File: src/common/snd_pkg.sv
/*
 * sound subsystem shared definitions
 * register map, bus widths, mixer gains and saturation bounds
 */
package snd_pkg;

    // bus widths
    localparam int reg_aw = 4;      // host register address
    localparam int pcm_aw = 19;     // sample ROM address
    localparam int snd_w  = 16;     // signed audio sample
    localparam int mix_w  = 26;     // mixer accumulator

    // tone voice registers
    localparam logic [reg_aw-1:0] reg_tone_per_l_lo = 4'd0;
    localparam logic [reg_aw-1:0] reg_tone_per_l_hi = 4'd1;
    localparam logic [reg_aw-1:0] reg_tone_per_r_lo = 4'd2;
    localparam logic [reg_aw-1:0] reg_tone_per_r_hi = 4'd3;
    localparam logic [reg_aw-1:0] reg_tone_amp_l    = 4'd4;
    localparam logic [reg_aw-1:0] reg_tone_amp_r    = 4'd5;

    // PCM player registers, address bytes are little endian
    localparam logic [reg_aw-1:0] reg_pcm_start0 = 4'd8;
    localparam logic [reg_aw-1:0] reg_pcm_start1 = 4'd9;
    localparam logic [reg_aw-1:0] reg_pcm_start2 = 4'd10;
    localparam logic [reg_aw-1:0] reg_pcm_end0   = 4'd11;
    localparam logic [reg_aw-1:0] reg_pcm_end1   = 4'd12;
    localparam logic [reg_aw-1:0] reg_pcm_end2   = 4'd13;
    localparam logic [reg_aw-1:0] reg_pcm_ctrl   = 4'd14;

    // bits of the PCM control byte
    localparam int ctrl_play  = 0;
    localparam int ctrl_loop  = 1;
    localparam int ctrl_pan_r = 2;
    localparam int ctrl_pan_l = 3;

    // gains in 4.4 fixed point, 8'h10 is unity
    localparam logic [7:0] fm_gain = 8'h08;

    // indexed by fxlevel, entry 0 is the quietest
    localparam logic [3:0][7:0] pcm_gain_tbl = {
        8'h14,
        8'h08,
        8'h04,
        8'h02
    };

    // output saturation
    localparam logic signed [snd_w-1:0] snd_max = 16'sh7fff;
    localparam logic signed [snd_w-1:0] snd_min = -16'sh8000;

endpackage

File: src/mixer/snd_mixer.sv
/*
 * stereo mixer
 * weighs the PCM and tone sources with 4.4 gains, sums them,
 * clips to 16 bits and flags samples that clipped
 */
`timescale 1ns/1ns

module snd_mixer(
    input  logic                             clk,
    input  logic                             rst_n,
    input  logic                             valid,
    input  logic                             pcm_valid,
    input  logic signed [snd_pkg::snd_w-1:0] ch0,       // pcm left
    input  logic signed [snd_pkg::snd_w-1:0] ch1,       // tone left
    input  logic signed [snd_pkg::snd_w-1:0] ch2,       // pcm right
    input  logic signed [snd_pkg::snd_w-1:0] ch3,       // tone right
    input  logic [7:0]                       gain_pcm,
    input  logic [7:0]                       gain_tone,
    output logic signed [snd_pkg::snd_w-1:0] snd_left,
    output logic signed [snd_pkg::snd_w-1:0] snd_right,
    output logic                             sample,
    output logic                             peak
);

    logic signed [snd_pkg::mix_w-1:0] sum_l, sum_r;
    logic signed [snd_pkg::snd_w-1:0] sat_l, sat_r;
    logic                             clip_l, clip_r;

    // gain is unsigned, keep it positive when widened
    function automatic logic signed [snd_pkg::mix_w-1:0] weigh(
        input logic signed [snd_pkg::snd_w-1:0] x,
        input logic [7:0]                       g
    );
        weigh = x * $signed({1'b0, g});
    endfunction

    // MSB of the result is the clip flag
    function automatic logic [snd_pkg::snd_w:0] saturate(
        input logic signed [snd_pkg::mix_w-1:0] v
    );
        if (v > snd_pkg::snd_max)
            saturate = {1'b1, snd_pkg::snd_max};
        else if (v < snd_pkg::snd_min)
            saturate = {1'b1, snd_pkg::snd_min};
        else
            saturate = {1'b0, v[snd_pkg::snd_w-1:0]};
    endfunction

    always_comb begin
        sum_l = (weigh(ch0, gain_pcm) + weigh(ch1, gain_tone)) >>> 4;   // drop 4.4 fraction
        sum_r = (weigh(ch2, gain_pcm) + weigh(ch3, gain_tone)) >>> 4;
        {clip_l, sat_l} = saturate(sum_l);
        {clip_r, sat_r} = saturate(sum_r);
    end

    always_ff @(posedge clk or negedge rst_n) begin
        if (!rst_n) begin
            snd_left  <= '0;
            snd_right <= '0;
            sample    <= 1'b0;
            peak      <= 1'b0;
        end else begin
            sample <= valid;
            if (valid) begin
                snd_left  <= sat_l;
                snd_right <= sat_r;
                peak      <= clip_l | clip_r;     // held for the whole sample
            end
        end
    end

    // both sources must be sampled on the same sample_cen
    a_sources_aligned: assert property (
        @(posedge clk) disable iff (!rst_n)
        valid |-> pcm_valid
    );

endmodule

File: src/pcm/pcm_player.sv
/*
 * PCM sample player
 * walks the sample ROM from start to end one byte per output sample,
 * keeps one byte prefetched and pans it to either side
 */
`timescale 1ns/1ns

module pcm_player(
    input  logic                             clk,
    input  logic                             rst_n,
    input  logic                             sample_cen,
    input  logic                             wr,
    input  logic [snd_pkg::reg_aw-1:0]       addr,
    input  logic [7:0]                       din,
    input  logic [7:0]                       rom_data,
    input  logic                             rom_ok,
    output logic [snd_pkg::pcm_aw-1:0]       rom_addr,
    output logic                             rom_cs,
    output logic signed [snd_pkg::snd_w-1:0] pcm_left,
    output logic signed [snd_pkg::snd_w-1:0] pcm_right,
    output logic                             pcm_valid
);

    logic [snd_pkg::pcm_aw-1:0] start_addr, end_addr, ptr;
    logic                       loop_en, pan_l, pan_r;
    logic                       playing;
    logic [7:0]                 buf_data;               // prefetched byte
    logic                       buf_ok;                 // buf_data belongs to ptr
    logic                       stale;                  // in-flight fetch no longer wanted
    logic                       ctrl_wr, fetch_done;
    logic [snd_pkg::snd_w-1:0]  sample_val;

    assign ctrl_wr    = wr && addr == snd_pkg::reg_pcm_ctrl;
    assign fetch_done = rom_cs && rom_ok;
    assign sample_val = {buf_data, 8'h00};              // s8 scaled to full range

    // start and end addresses
    always_ff @(posedge clk) begin
        if (wr) begin
            case (addr)
                snd_pkg::reg_pcm_start0: start_addr[7:0]  <= din;
                snd_pkg::reg_pcm_start1: start_addr[15:8] <= din;
                snd_pkg::reg_pcm_start2:
                    start_addr[snd_pkg::pcm_aw-1:16] <= din[snd_pkg::pcm_aw-17:0];
                snd_pkg::reg_pcm_end0:   end_addr[7:0]    <= din;
                snd_pkg::reg_pcm_end1:   end_addr[15:8]   <= din;
                snd_pkg::reg_pcm_end2:
                    end_addr[snd_pkg::pcm_aw-1:16] <= din[snd_pkg::pcm_aw-17:0];
                default: ;
            endcase
        end
    end

    always_ff @(posedge clk or negedge rst_n) begin
        if (!rst_n) begin
            loop_en <= 1'b0;
            pan_l   <= 1'b0;
            pan_r   <= 1'b0;
        end else if (ctrl_wr) begin
            loop_en <= din[snd_pkg::ctrl_loop];
            pan_l   <= din[snd_pkg::ctrl_pan_l];
            pan_r   <= din[snd_pkg::ctrl_pan_r];
        end
    end

    always_ff @(posedge clk) begin
        if (fetch_done && !stale)
            buf_data <= rom_data;
    end

    always_ff @(posedge clk or negedge rst_n) begin
        if (!rst_n) begin
            playing   <= 1'b0;
            ptr       <= '0;
            buf_ok    <= 1'b0;
            stale     <= 1'b0;
            rom_cs    <= 1'b0;
            rom_addr  <= '0;
            pcm_left  <= '0;
            pcm_right <= '0;
            pcm_valid <= 1'b0;
        end else begin
            pcm_valid <= sample_cen;
            // ROM side
            if (fetch_done) begin
                rom_cs <= 1'b0;
                stale  <= 1'b0;
                if (!stale)
                    buf_ok <= 1'b1;
            end else if (playing && !buf_ok && !rom_cs && !ctrl_wr) begin
                rom_cs   <= 1'b1;
                rom_addr <= ptr;
            end
            // output side
            if (sample_cen) begin
                if (!playing) begin
                    pcm_left  <= '0;
                    pcm_right <= '0;
                end else if (buf_ok) begin
                    pcm_left  <= pan_l ? sample_val : '0;
                    pcm_right <= pan_r ? sample_val : '0;
                    buf_ok    <= 1'b0;
                    if (ptr != end_addr)
                        ptr <= ptr + 1'b1;
                    else if (loop_en)
                        ptr <= start_addr;
                    else
                        playing <= 1'b0;            // last byte out, stop here
                end
                // fetch late, previous sample is repeated
            end
            // a ctrl write restarts or stops playback
            if (ctrl_wr) begin
                playing <= din[snd_pkg::ctrl_play];
                ptr     <= start_addr;
                buf_ok  <= 1'b0;
                stale   <= rom_cs && !rom_ok;       // drop data of any fetch in flight
            end
        end
    end

    a_rom_addr_hold: assert property (
        @(posedge clk) disable iff (!rst_n)
        rom_cs && !rom_ok |=> rom_cs && $stable(rom_addr)
    );

    // after a stop the only fetch allowed is one already in flight
    a_cs_stopped: assert property (
        @(posedge clk) disable iff (!rst_n)
        rom_cs |-> playing || stale
    );

endmodule

File: src/rtl/snd_top.sv
/*
 * sound subsystem top
 * tone voice and PCM player mixed to stereo, with the gains
 * picked from the board option inputs
 */
`timescale 1ns/1ns

module snd_top(
    input  logic                             clk,
    input  logic                             rst_n,
    input  logic                             sample_cen,
    input  logic                             wr,
    input  logic [snd_pkg::reg_aw-1:0]       addr,
    input  logic [7:0]                       din,
    input  logic [1:0]                       fxlevel,
    input  logic                             enable_fm,
    input  logic                             enable_pcm,
    input  logic [7:0]                       rom_data,
    input  logic                             rom_ok,
    output logic [snd_pkg::pcm_aw-1:0]       rom_addr,
    output logic                             rom_cs,
    output logic signed [snd_pkg::snd_w-1:0] snd_left,
    output logic signed [snd_pkg::snd_w-1:0] snd_right,
    output logic                             sample,
    output logic                             peak
);

    logic signed [snd_pkg::snd_w-1:0] tone_left, tone_right;
    logic signed [snd_pkg::snd_w-1:0] pcm_left, pcm_right;
    logic                             tone_valid, pcm_valid;
    logic [7:0]                       pcm_gain, tone_gain;

    // option inputs come from the OSD, register them once
    always_ff @(posedge clk or negedge rst_n) begin
        if (!rst_n) begin
            pcm_gain  <= 8'h00;
            tone_gain <= 8'h00;
        end else begin
            pcm_gain  <= enable_pcm ? snd_pkg::pcm_gain_tbl[fxlevel] : 8'h00;
            tone_gain <= enable_fm ? snd_pkg::fm_gain : 8'h00;
        end
    end

    tone_gen u_tone (
        .clk        ( clk        ),
        .rst_n      ( rst_n      ),
        .sample_cen ( sample_cen ),
        .wr         ( wr         ),
        .addr       ( addr       ),
        .din        ( din        ),
        .tone_left  ( tone_left  ),
        .tone_right ( tone_right ),
        .tone_valid ( tone_valid )
    );

    pcm_player u_pcm (
        .clk        ( clk        ),
        .rst_n      ( rst_n      ),
        .sample_cen ( sample_cen ),
        .wr         ( wr         ),
        .addr       ( addr       ),
        .din        ( din        ),
        .rom_data   ( rom_data   ),
        .rom_ok     ( rom_ok     ),
        .rom_addr   ( rom_addr   ),
        .rom_cs     ( rom_cs     ),
        .pcm_left   ( pcm_left   ),
        .pcm_right  ( pcm_right  ),
        .pcm_valid  ( pcm_valid  )
    );

    snd_mixer u_mixer (
        .clk        ( clk        ),
        .rst_n      ( rst_n      ),
        .valid      ( tone_valid ),
        .pcm_valid  ( pcm_valid  ),
        .ch0        ( pcm_left   ),
        .ch1        ( tone_left  ),
        .ch2        ( pcm_right  ),
        .ch3        ( tone_right ),
        .gain_pcm   ( pcm_gain   ),
        .gain_tone  ( tone_gain  ),
        .snd_left   ( snd_left   ),
        .snd_right  ( snd_right  ),
        .sample     ( sample     ),
        .peak       ( peak       )
    );

endmodule

File: src/rtl/tone_gen.sv
/*
 * tone voice
 * two square-wave channels, each a 16-bit phase accumulator
 * stepped once per output sample, the MSB picks the polarity
 */
`timescale 1ns/1ns

module tone_gen(
    input  logic                             clk,
    input  logic                             rst_n,
    input  logic                             sample_cen,
    input  logic                             wr,
    input  logic [snd_pkg::reg_aw-1:0]       addr,
    input  logic [7:0]                       din,
    output logic signed [snd_pkg::snd_w-1:0] tone_left,
    output logic signed [snd_pkg::snd_w-1:0] tone_right,
    output logic                             tone_valid
);

    logic [1:0][15:0]               per;        // index 0 left, 1 right
    logic [1:0][7:0]                amp;
    logic [1:0][15:0]               phase;
    logic [1:0][15:0]               phase_nx;
    logic [1:0][snd_pkg::snd_w-1:0] level;

    // host writes
    always_ff @(posedge clk or negedge rst_n) begin
        if (!rst_n) begin
            per <= '0;
            amp <= '0;
        end else if (wr) begin
            case (addr)
                snd_pkg::reg_tone_per_l_lo: per[0][7:0]  <= din;
                snd_pkg::reg_tone_per_l_hi: per[0][15:8] <= din;
                snd_pkg::reg_tone_per_r_lo: per[1][7:0]  <= din;
                snd_pkg::reg_tone_per_r_hi: per[1][15:8] <= din;
                snd_pkg::reg_tone_amp_l:    amp[0]       <= din;
                snd_pkg::reg_tone_amp_r:    amp[1]       <= din;
                default: ;                  // PCM range, not ours
            endcase
        end
    end

    always_comb begin
        for (int i = 0; i < 2; i++) begin
            phase_nx[i] = phase[i] + per[i];
            if (per[i] == 16'd0)
                level[i] = '0;                          // muted channel
            else if (phase_nx[i][15])
                level[i] = {amp[i], 8'h00};             // upper half cycle
            else
                level[i] = -{amp[i], 8'h00};
        end
    end

    always_ff @(posedge clk or negedge rst_n) begin
        if (!rst_n) begin
            phase      <= '0;
            tone_left  <= '0;
            tone_right <= '0;
            tone_valid <= 1'b0;
        end else begin
            tone_valid <= sample_cen;
            if (sample_cen) begin
                phase      <= phase_nx;
                tone_left  <= level[0];
                tone_right <= level[1];
            end
        end
    end

    // output rate is set by sample_cen, back to back strobes mean a broken cen
    a_valid_single: assert property (
        @(posedge clk) disable iff (!rst_n)
        tone_valid |=> !tone_valid
    );

endmodule

File: config.mk
export PLATFORM = sky130hd
export DESIGN_NAME = snd_top
export DESIGN_NICKNAME = d
export VERILOG_FILES = /design/src/common/snd_pkg.sv /design/src/mixer/snd_mixer.sv /design/src/pcm/pcm_player.sv /design/src/rtl/snd_top.sv /design/src/rtl/tone_gen.sv
export SDC_FILE = /design/constraint.sdc
export NUM_CORES = 1
export LEC_CHECK = 0
export BUFFER_PORTS_ARGS = -buffer_cell sky130_fd_sc_hd__buf_2
export CAP_MARGIN = 25
export CORE_ASPECT_RATIO = 1.1
export CORE_MARGIN = 2
export CORE_UTILIZATION = 62
export DETAILED_ROUTE_END_ITERATION = 16
export GPL_ROUTABILITY_DRIVEN = 0
export GPL_TIMING_DRIVEN = 0
export PLACE_DENSITY = 0.82
export SETUP_SLACK_MARGIN = 0.4
export SLEW_MARGIN = 10
export SYNTH_ARGS = -nofsm -noshare
export SYNTH_HDL_FRONTEND = slang
export SYNTH_SLANG_ARGS = --single-unit
File: constraint.sdc
create_clock -name clk -period 6.2 [get_ports clk]
set_input_delay 0.93 -clock clk [delete_from_list [all_inputs] [get_ports clk]]
set_output_delay 0.93 -clock clk [all_outputs]
set_load 0.01 [all_outputs]
After elaboration in Yosys (flattened, before gate mapping)
Index checks and enable logic that the tools add are counted.
- logic and storage cells: 143
- flip-flop bits (word level): 282
- output and inout bits: 54
- input bits: 29
- equal/unequal tests: 14
- $lt $le $gt $ge: 5
- $mul: 4
- bitwise operators: 2
- mux-type cells: 40
- reductions and logical operators: 36
- add/subtract/negate cells: 7
- operator list (cell ; count):
    two-way mux 16 bit ; 10
    two-way mux 19 bit ; 6
    two-way mux 17 bit ; 4
    adder 25 x 21 -> 26 bit ; 2
    multiplier 16 x 9 -> 25 bit ; 2
    greater-than comparator 22 x 16 -> 1 bit, second input constant ; 2
    less-than comparator 22 x 16 -> 1 bit, second input constant ; 2
    multiplier 16 x 5 -> 21 bit ; 2
    adder 16 bit ; 2
    zero test 16 bit ; 2
    negation 16 bit ; 2
    == test 4 bit, second input constant ; 7
    AND reduction 2 bit ; 14
    adder 19 x 1 -> 19 bit, second input constant ; 1
    inequality test 19 bit ; 1
    binary-select mux 8 bit (select 2 bit) ; 1
    two-way mux 1 bit ; 16
    two-way mux 8 bit ; 2
    nonzero test 2 bit ; 5
    == test 4 x 2 -> 1 bit, second input constant ; 2
    == test 4 x 3 -> 1 bit, second input constant ; 2
    logical AND 1 bit ; 7
    zero test 1 bit ; 5
    == test 4 x 1 -> 1 bit, second input constant ; 1
    other kinds (8) ; 8

Logic depth before layout (Yosys ltp)
Gate-level depths: netlist of the first run.
- depth after elaboration: 6
- depth in mapped cells: 23
- gate-level depth less buffers: 21

Modules after synthesis
A second synthesis of the first run with hierarchy kept.
- cell total of the unflattened synthesis: 3185
- area, all modules: 30996.0 um2
- modules (own cells, without submodules) (module ; sequential area each (um2) ; instances ; cells each ; area each (um2)):
    snd_mixer ; 850.8 ; 1 ; 2328 ; 20651.1
    tone_gen ; 2427.3 ; 1 ; 486 ; 5460.2
    pcm_player ; 2932.8 ; 1 ; 361 ; 4719.5
    snd_top ; 125.1 ; 1 ; 10 ; 165.2

Least setup slack after synthesis of the first run
No wires, ideal clock.
- kind: register -> register
- start point: register pcm_gain[4]
- end point: register u_mixer.snd_left[10] (netlist name)
- stages on the path, launching flop included: 20
- arrival time: 5.296 ns
- path slack: 0.763 ns
- period minus slack after synthesis: 5.437 ns
- required time: 6.059 ns
- library setup time: 0.141 ns
- path buffers: 2
- path through: dfrtp_1 > clkbuf_1 > and2_1 > fa_1 > fa_1 > ha_1 > ha_1 > fa_1 > ha_1 > ha_1 > fa_1 > a211oi_1 > o21ai_0 > a21oi_1 > a21oi_1 > xor2_1 > nand4b_1 > a21bo_2 > clkbuf_1 > o22ai_1
- longest elaborated chain between the ends: 5
- elaborated cells on any way between the ends: 6
- classes of those cells: 1 x add/sub; 1 x mul; 2 x order compare; 2 x mux
- RTL lines (what ; RTL line ; text):
    from (decl) ; snd_top.sv:31 ; logic [7:0] pcm_gain, tone_gain;
    from (signal assigned) ; snd_top.sv:39 ; pcm_gain <= enable_pcm ? snd_pkg::pcm_gain_tbl[fxlevel] : 8'h00;
    multiplier 16 x 9 -> 25 bit * ; snd_mixer.sv:34 ; weigh = x * $signed({1'b0, g});
    adder 25 x 21 -> 26 bit * ; snd_mixer.sv:50 ; sum_l = (weigh(ch0, gain_pcm) + weigh(ch1, gain_tone)) >>> 4;
    less-than comparator 22 x 16 -> 1 bit ; snd_mixer.sv:43 ; else if (v < snd_pkg::snd_min)
    two-way mux 17 bit ; snd_mixer.sv:43 ;
    two-way mux 17 bit * ; snd_mixer.sv:41 ; if (v > snd_pkg::snd_max)
    to (signal assigned) ; snd_mixer.sv:65 ; snd_left <= sat_l;
    to (decl) ; snd_mixer.sv:19 ; output logic signed [snd_pkg::snd_w-1:0] snd_left,
Every way passes the cells marked *; elsewhere a longest branch is shown, timed or not.
A chain may end at the register's enable or synchronous reset.

Worst setup path in the final report of the first run
- start point: register pcm_gain[2]
- end point: register u_mixer.peak
- longest elaborated chain between the ends: 6
- elaborated cells on any way between the ends: 13
- classes of those cells: 2 x add/sub; 2 x mul; 4 x order compare; 4 x mux; 1 x bitwise
- RTL lines (what ; RTL line ; text):
    multiplier 16 x 9 -> 25 bit ; snd_mixer.sv:34 ;
    adder 25 x 21 -> 26 bit (on tied branches) ; snd_mixer.sv:50, snd_mixer.sv:51 ;
    less-than comparator 22 x 16 -> 1 bit ; snd_mixer.sv:43 ;
    two-way mux 17 bit ; snd_mixer.sv:43 ;
    two-way mux 17 bit ; snd_mixer.sv:41 ;
    OR 1 bit * ; snd_mixer.sv:67 ; peak <= clip_l | clip_r;
    to (signal assigned) ; snd_mixer.sv:67 ;
    to (decl) ; snd_mixer.sv:22 ; output logic peak
Marked as above.

==> key figures, run 1 <==
Run status
  – Outcome: completed

Synthesis
  – Ys async rst share: 80.4%
  – Main synth FF type: dfrtp_1
  – Count of flip-flops with a built-in enable after synthesis: 46
  – Cell variety after synth: 82
  – Mapped Cells: 1408
  – Number of warning messages in the yosys log: 0
  – Largest area contributor in the netlist: dfrtp_1
  – Synth Register Bits: 235
  – Top cells by area, synth: dfrtp_1 31%, ha_1 11%, edfxtp_1 9.1%, fa_1 7.7%, mux2_2 6.3%
  – Sequential fraction of the synthesis area: 40.3%
  – Syn_area_per_cell: 10.8 um2
  – Post-synth net total: 1626
  – Synthesized cell area: 0.0152 mm2
  – Area share of the largest cell type after synthesis: 31.2%

Floorplanning
  – I/O Pins: 83
  – Core area: 0.0242 mm2
  – Site Rows: 60
  – Initial Util: 62.6%
  – DIE AREA: 0.0257 mm2
  – Die Ht: 168 um
  – Die boundary width: 153 um

Timing
  – Fmax: 177 MHz
  – Slew Viols, Final: 0
  – Slew Limit Headroom: 38.1%
  – Worst slew pin tran: 0.925 ns
  – Min Tclk post-route: 5.65 ns
  – Final Hold Fails: 0
  – RSZ-0062 raised after global routing: true
  – Fin crit share: 91.1%
  – Skew final: 0.0265 ns
  – Setup TNS: 0 ns
  – Final setup vio count: 0
  – Final WS setup: 0.549 ns

Drt
  – Vias per std cell: 6.21
  – DRC violations left: 0
  – Final WL: 35600 um
  – Final ANT Viol Nets: 0
  – Total number of vias: 11600
  – WL per Instance: 19.1 um
  – DRT iter0 DRCs: 896
  – Drt pass-1 iters: 6

Placed design
  – Setup WS pre-CTS: -0.0244 ns
  – Post-DP HPWL: 24900 um
  – Post-DP Area: 0.0160 mm2
  – # port buffers: 82

Global routing
  – Total gr overflow: 0
  – Vias in the first global route: 11500
  – First-pass GRT wire length: 57300 um
  – Aggregate global-route resource usage: 27.2%
  – Initial antenna violation count: 0
  – Largest net degree at the start of global routing: 80

Job
  – Max Cap Viol: 0

Finish
  – Final core utilization: 71.2%
  – Multi-input logic area: 0.00863 mm2
  – Fillers: 1670
  – Nets: 1751
  – FF/Latch Area: 0.00611 mm2
  – Share of cells above drive strength 1: 18.8%
  – Post-route design area: 0.0173 mm2
  – ANT cells: 0
  – Area growth, synth to finish: 13.7%

Clock tree
  – H-tree lvl count: 1
  – CTS tree: built
  – Clock sink count: 235
  – Clock buffer depth: 3
  – Clock transition at path regs: 0.06 ns
  – CTS Buf Count: 26
  – Clock root buffer: clkbuf_16
  – Worst-skew pair later-pin latency: 0.56 ns
  – CTS Hold Buffers Added: 0

Power
  – Peak supply drop: 0.000356 V
  – PwrDens: 383 mW/mm2
  – Leak: 0.00818 uW

Critical path
  – Worst setup SP type: flip-flop
  – Critical Path AT: 6.04 ns
  – Max FO, Critical Path: 10
  – Critical path class: reg2reg
  – Critical Path End Type: flip-flop
  – CP required: 6.59 ns

Hold path
  – HP Class: in2async
-- sequential cells by signal (all words and copies together), names as in the netlist, 4 cells and up --
signal	cells
u_pcm.ptr	19
u_tone.per	32
u_tone.phase	32
u_mixer.snd_right	12
u_pcm.start_addr	19
u_tone.tone_right	8
u_pcm.end_addr	19
u_tone.amp	16
pcm_gain	4
u_tone.tone_left	8
u_pcm.buf_data	8
u_mixer.snd_left	12
u_pcm.pcm_right	8
u_pcm.pcm_left	8
u_pcm.rom_addr	19
-- per-stage QoR --
| step | hold slack (ns) | std cells | total power, uW |
|---|---|---|---|
| finish | 0.264 | 1863 | 6600 |
| CTS | 0.261 | 1853 | 6530 |
| detailed placement | 0.377 | 1804 | 4840 |
| floorplan | 0.364 | 1408 | 4150 |
| global placement | 0.373 | 1800 | 4690 |
| global route | 0.280 | 1863 | 7000 |
-- synth_stat cells (13+ instances only) --
| cell type | n |
|---|---|
| dfrtp_1 | 189 |
| ha_1 | 131 |
| inv_1 | 100 |
| a21oi_1 | 85 |
| mux2_2 | 85 |
| nand2_1 | 79 |
| and2_1 | 71 |
| nor2_1 | 66 |
| fa_1 | 58 |
| o21ai_0 | 52 |
| clkbuf_1 | 46 |
| edfxtp_1 | 46 |
| xnor2_1 | 40 |
| nor4_1 | 25 |
| nand3_1 | 24 |
| a22o_1 | 18 |
| a21o_1 | 17 |
| nor3_1 | 17 |
| o22ai_1 | 16 |
| xor2_1 | 15 |
| mux2i_1 | 13 |
| nand4_1 | 13 |
| nor3b_1 | 13 |
-- cell families (layout without fill, tap and decap cells) --
| family | after synthesis | count (layout) | share of synthesized area (%) |
|---|---|---|---|
| AO/OA/AOI/OAI | 294 | 295 | 13.4 |
| XOR/XNOR | 55 | 55 | 3.18 |
| adder cells (fa/ha/maj) | 189 | 189 | 18.5 |
| buffers and inverters | 160 | 304 | 4.23 |
| flip-flops | 235 | 235 | 40.3 |
| multiplexers | 98 | 98 | 7.17 |
| AND/OR/NAND/NOR | 377 | 377 | 13.3 |
-- layer usage --
layer	global-route usage [%]	vias up	wire, um
met1	35.3	5687	14200
li1	-	5317	-
met2	47.5	488	17900
met4	8.98	0	993
met5	0	-	0
met3	3.66	86	2510
-- cell type report --
type / count / area share (%)
Inverter: 101 / 2.20
Clock inverter: 17 / 1.33
Clock buffer: 31 / 3.88
Timing Repair Buffer: 96 / 3.23
Tap cell: 310 / 2.25
Sequential cell: 235 / 35.4
Buffer: 59 / 1.67
Multi-Input combinational cell: 1014 / 50.0
-- power breakdown --
group / switching [uW] / internal [uW]
logic: 1410 / 1210
clock network: 659 / 983
registers: 335 / 2000
-- worst paths after layout --
path	startpoint	end	slack, ns	depth (start not counted)
max	pcm_gain[2]	u_mixer.peak	0.55	21
min	rst_n	u_mixer.snd_right[15]	0.26	1
max reg2reg	pcm_gain[2]	u_mixer.peak	0.55	21
min reg2reg	u_tone.tone_valid	u_mixer.sample	0.39	0
max in group asynchronous	rst_n	u_tone.phase[6]	4.88	3
min in group clk	u_tone.tone_valid	u_mixer.sample	0.39	0
-- repair_timing --
item,4_1_cts,5_1_grt
buffers inserted,1,8
setup endpoints to repair,23,23
pin swaps,2,16
endpoints found under the hold margin,0,0
resized for setup,17,47
cloned,0,1
-- worst max-delay path: stages, from the launching register on --
cell,delay (ns)
dfrtp_2,0.45
buf_4,0.19
and2_2,0.22
fa_1,0.49
inv_1,0.08
fa_1,0.52
inv_1,0.06
ha_1,0.29
ha_1,0.27
inv_1,0.05
fa_1,0.52
inv_1,0.04
ha_1,0.29
ha_2,0.22
or3_4,0.40
o21bai_1,0.17
a21bo_1,0.23
a21oi_4,0.18
xnor2_4,0.13
or4_1,0.50
o21ai_2,0.10
a31oi_1,0.11
-- cells in the final DEF, fill, tap and decap left out, drive strengths merged, types with 15 or more instances in the layout --
master / netlist / layout
buf: 13 / 113
a21o: 18 / 18
edfxtp: 46 / 46
nor4: 25 / 25
nand3: 24 / 24
ha: 131 / 131
xor2: 15 / 15
a22o: 18 / 18
and2: 72 / 72
fa: 58 / 58
a21oi: 86 / 86
o22ai: 16 / 16
dfrtp: 189 / 189
o21ai: 55 / 55
nor2: 66 / 66
xnor2: 40 / 40
nor3: 17 / 17
clkbuf: 46 / 73
mux2: 85 / 85
inv: 101 / 102
nand2: 79 / 79
(Power assumes the default switching activity.)
==> inputs of run 2 (changes only) <==
GPL_TIMING_DRIVEN = not set   (was 0)
==> key figures, run 2 (synthesized netlist as in run 1, its figures left out) <==
Floorplanning
  – Initial Util: 62.6%
  – Site Rows: 60
  – Core area: 0.0242 mm2
  – Die boundary width: 153 um
  – DIE AREA: 0.0257 mm2
  – Die Ht: 168 um
  – I/O Pins: 83

Critical path
  – Crit. Startpoint: pcm_gain[2]
  – Worst setup SP type: flip-flop
  – CP required: 6.65 ns
  – Max FO, Critical Path: 10
  – R2R Setup Slk: 0.57 ns
  – Reg2reg start: pcm_gain[2]
  – Critical Path End Type: flip-flop
  – Critical Path AT: 6.08 ns
  – Critical path class: reg2reg
  – R2R Path End: u_mixer.snd_left[6]
  – R2R cell count: 20

Timing
  – Slew Limit Headroom: 32.8%
  – Fmax: 178 MHz
  – Final setup vio count: 0
  – Setup TNS: 0 ns
  – Slew Viols, Final: 0
  – RSZ-0062 raised after global routing: false
  – Worst slew pin tran: 1.01 ns
  – Final Hold Fails: 0
  – Fin crit share: 90.8%
  – Final WS setup: 0.568 ns
  – Min Tclk post-route: 5.63 ns
  – Skew final: 0.0166 ns

Global routing
  – Largest net degree at the start of global routing: 73
  – Met1 Use GR: 33.9%
  – GR peak layer: met2
  – First-pass GRT wire length: 54300 um
  – Met2 global-route usage: 43.1%
  – Vias in the first global route: 11200
  – Aggregate global-route resource usage: 25.4%
  – M3 GR Usage: 3.27%
  – Initial antenna violation count: 0
  – Total gr overflow: 0

Drt
  – Total number of vias: 11100
  – Drt pass-1 iters: 5
  – DRC violations left: 0
  – Final ANT Viol Nets: 0
  – WL per Instance: 18.3 um
  – DRT iter0 DRCs: 746
  – Vias per std cell: 6.12
  – Final WL: 33100 um

Finish
  – Most frequent cells in the layout: 186 x dfrtp_1, 126 x ha_1, 100 x inv_1
  – Fillers: 1724
  – Regs by FF count: u_tone.per x32, u_tone.phase x32
  – Area growth, synth to finish: 11.0%
  – FF/Latch Area: 0.00611 mm2
  – ANT cells: 0
  – Multi-input logic area: 0.00859 mm2
  – Nets: 1696
  – Most common cell after layout, fill and taps aside: dfrtp_1
  – Share of cells above drive strength 1: 17.9%

Clock tree
  – Clock transition at path regs: 0.06 ns
  – Clock root buffer: clkbuf_16
  – CTS Hold Buffers Added: 0
  – H-tree lvl count: 1
  – Worst-skew pair later-pin latency: 0.55 ns
  – Clock sink count: 235
  – CTS Buf Count: 26
  – CTS tree: built
  – Clock buffer depth: 3

Placed design
  – Setup WS pre-CTS: 0.169 ns
  – # port buffers: 82
  – Post-DP HPWL: 22500 um

Power
  – PwrDens: 371 mW/mm2
  – Peak supply drop: 0.000299 V
  – Leak: 0.00802 uW

Hold path
  – HP Class: in2async

Job
  – Max Cap Viol: 0

Run status
  – Outcome: completed
-- run 2: changes by cell type in the layout (fill, tap and decap cells not counted), moves of 3 or more --
cell,change
clkbuf_1,-34
buf_4,-9
bufinv_16,-4
buf_1,-3
clkinv_1,+3
clkinvlp_4,-3
-- run 2: layout make-up --
class                      instances  area share (%)
timing repair buffer             101            3.38
inverter                         101            2.25
multi-input combinational       1013            51.0
tap                              310            2.30
sequential                       235            36.3
clock buffer                      36            4.09
clock inverter                    12           0.661
-- run 2: layer usage --
metal	part of all wire, %	vias to the layer above
met2	49	390
met1	42	5398
li1	-	5188
met5	0	-
met4	3.4	0
met3	5.8	82
-- run 2: metrics by stage --
step / area, um2 / utilization, % / total power, uW / hold slack (ns) / std cells
2_1_floorplan: 15200 / - / 4150 / 0.364 / 1408
4_1_cts: 16600 / 68.4 / 6210 / 0.407 / 1796
3_5_place_dp: 15800 / 65.1 / 4720 / 0.476 / 1748
6_report: 16800 / 69.5 / 6250 / 0.361 / 1808
3_3_place_gp: 15800 / 65.0 / 4610 / 0.467 / 1746
5_1_grt: 16800 / 69.5 / 6650 / 0.433 / 1808
-- run 2: worst max-delay path: stages (launching register included) --
cell,delay [ns]
dfrtp_2,0.46
clkbuf_2,0.18
and2_1,0.17
fa_1,0.48
fa_1,0.49
ha_1,0.30
ha_1,0.29
inv_1,0.06
fa_1,0.53
inv_1,0.04
ha_1,0.19
ha_1,0.23
fa_1,0.45
a211oi_2,0.30
o21ai_0,0.17
a21oi_2,0.19
a21oi_1,0.12
xor2_2,0.18
nand4b_1,0.24
a21bo_4,0.30
o22ai_1,0.16
-- run 2: worst max path at each step --
stage	cells past startpoint	slack (ns)	endpoint
finish	20	0.57	u_mixer.snd_left[6]
global route	20	0.35	u_mixer.snd_left[7]
CTS	17	0.32	u_mixer.peak
detailed placement	17	0.17	u_mixer.peak
global placement	17	0.27	u_mixer.peak
floorplan	19	0.76	u_mixer.snd_left[10]
-- run 2: repair_timing --
action / CTS / global route
gates resized for setup: 2 / 35
gates cloned: 0 / 0
endpoints found under the setup margin: 20 / 23
pin swaps: 0 / 4
setup buffers: 0 / 9
-- run 2: report_power, final --
part / internal [uW] / switching [uW]
logic: 1130 / 1300
clock network: 822 / 626
registers: 2000 / 369
total: 3950 / 2290
==> inputs of run 3 (changes only) <==
CORE_MARGIN = not set   (was 2)
==> key figures, run 3 (synthesized netlist as in run 1, its figures left out) <==
Critical path
  – Critical path class: reg2reg
  – Reg2reg start: pcm_gain[3]
  – Critical Path AT: 6.10 ns
  – CP required: 6.60 ns
  – R2R Setup Slk: 0.50 ns
  – Critical Path End Type: flip-flop
  – R2R Path End: u_mixer.peak
  – Max FO, Critical Path: 16
  – R2R cell count: 20
  – Worst setup SP type: flip-flop

Floorplanning
  – Die boundary width: 151 um
  – I/O Pins: 83
  – Initial Util: 63.6%
  – Core area: 0.0238 mm2
  – Die Ht: 166 um
  – DIE AREA: 0.0251 mm2
  – Site Rows: 59

Global routing
  – First-pass GRT wire length: 54400 um
  – Initial antenna violation count: 0
  – Vias in the first global route: 11000
  – Aggregate global-route resource usage: 27.0%
  – Total gr overflow: 0
  – Largest net degree at the start of global routing: 86

Finish
  – Regs by FF count: u_tone.per x32, u_tone.phase x32
  – Final core utilization: 70.4%
  – FF/Latch Area: 0.00611 mm2
  – Area growth, synth to finish: 10.7%
  – Nets: 1689
  – Most frequent cells in the layout: 186 x dfrtp_1, 131 x ha_1, 100 x inv_1
  – Most common cell after layout, fill and taps aside: dfrtp_1
  – Fillers: 1677
  – Share of cells above drive strength 1: 17.0%
  – ANT cells: 0
  – Post-route insts no fill: 1795
  – Multi-input logic area: 0.00852 mm2

Power
  – Peak supply drop: 0.000328 V
  – P_int: 4070 uW
  – PwrDens: 379 mW/mm2
  – Logic pwr share: 38.0%
  – Clk pwr share: 24.7%
  – Net Switching: 2290 uW
  – Leak: 0.00803 uW
  – Register share of total power: 37.3%
  – Sw frac: 36.0%

Drt
  – Max layer used: met4
  – Final ANT Viol Nets: 0
  – Drt pass-1 iters: 5
  – DRC violations left: 0
  – DRT iter0 DRCs: 551
  – WL met3: 1460 um
  – WL per Instance: 18.4 um
  – Vias per std cell: 6.12
  – Metal-1 WL: 13900 um
  – Total number of vias: 11000
  – Final WL: 33100 um
  – DR WL met2: 16900 um

Clock tree
  – CTS Buf Count: 26
  – CTS tree: built
  – Worst-skew pair later-pin latency: 0.54 ns
  – Clock transition at path regs: 0.06 ns
  – Clock buffer depth: 3
  – H-tree lvl count: 1
  – Clock root buffer: clkbuf_16
  – Clock sink count: 235

Placed design
  – Post-DP HPWL: 22900 um
  – Placed Cells: 1744
  – # port buffers: 82

Timing
  – Fin crit share: 91.9%
  – Final Hold Fails: 0
  – Slew Limit Headroom: 34.4%
  – Fmax: 176 MHz
  – Worst slew pin tran: 0.983 ns
  – Min Tclk post-route: 5.70 ns
  – Slew Viols, Final: 0
  – RSZ-0062 raised after global routing: true
  – Skew final: 0.0111 ns
  – Setup TNS: 0 ns
  – Final setup vio count: 0

Hold path
  – HP Class: in2async

Job
  – Max Cap Viol: 0

Run status
  – Outcome: completed
[run 3: changes by cell type in the layout (fill, tap and decap cells not counted), sizes merged]
| cell | previous run | this run |
|---|---|---|
| clkinv | 11 | 3 |
| buf | 97 | 93 |
| clkbuf | 40 | 42 |
| bufinv | 1 | 2 |
| inv | 101 | 102 |
[run 3: through the flow]
step                      cell area (um2)  power [uW]  worst slack, ns  hold slack (ns)
after floorplan                     15200        4150            0.763            0.364
after global placement              15800        4620            0.228            0.463
after detailed placement            15800        4740            0.115            0.470
after CTS                           16700        6350            0.403            0.453
after global routing                16800        6780            0.316            0.476
final                               16800        6370            0.502            0.421
[run 3: metal layers]
layer | up-vias | GRT usage [%]
met2 | 289 | 46.4
met1 | 5458 | 35.9
met4 | 0 | 7.78
li1 | 5174 | -
met5 | - | 0
met3 | 66 | 3.10
[run 3: area by class of cell]
cell class | instances | share of cell area (%)
inverters | 101 | 2.26
clock inverters | 6 | 0.566
flip-flops and latches | 235 | 36.4
repair buffers | 94 | 3.12
clock buffers | 41 | 4.64
well taps | 305 | 2.27
multi-input cells | 1013 | 50.7
[run 3: repair_timing]
item,in CTS,in global routing
gates resized for setup,9,10
pin swaps,0,3
setup endpoints to repair,20,23
hold buffers,0,0
gates cloned,0,0
buffers inserted,0,2
[run 3: worst max-delay path: stages, from the launching register on]
cell	delay [ns]
dfrtp_2	0.50
and2_1	0.23
fa_1	0.52
inv_1	0.08
fa_1	0.51
inv_1	0.04
ha_1	0.30
ha_1	0.28
inv_1	0.05
fa_1	0.54
inv_1	0.05
ha_1	0.29
ha_1	0.25
or3_1	0.42
o21bai_1	0.19
a21bo_1	0.21
a21oi_2	0.18
xnor2_2	0.15
or4_1	0.51
o21ai_2	0.15
a31oi_1	0.12
[run 3: how the worst max path moves through the flow]
stage	from	end	slack [ns]	cells past startpoint
2_1_floorplan	pcm_gain[4]	u_mixer.snd_left[10]	0.76	19
3_3_place_gp	pcm_gain[4]	u_mixer.peak	0.23	17
3_5_place_dp	pcm_gain[3]	u_mixer.peak	0.12	17
4_1_cts	pcm_gain[2]	u_mixer.snd_left[4]	0.40	18
5_1_grt	pcm_gain[3]	u_mixer.peak	0.32	20
6_report	pcm_gain[3]	u_mixer.peak	0.50	20
[run 3: power groups by stage]
stage | sequential, uW | combinational (uW) | clock [uW]
floorplan | 2310 | 1840 | 0
global placement | 2370 | 2250 | 0
detailed placement | 2390 | 2350 | 0
CTS | 2370 | 2390 | 1590
global route | 2430 | 2700 | 1650
finish | 2380 | 2420 | 1570
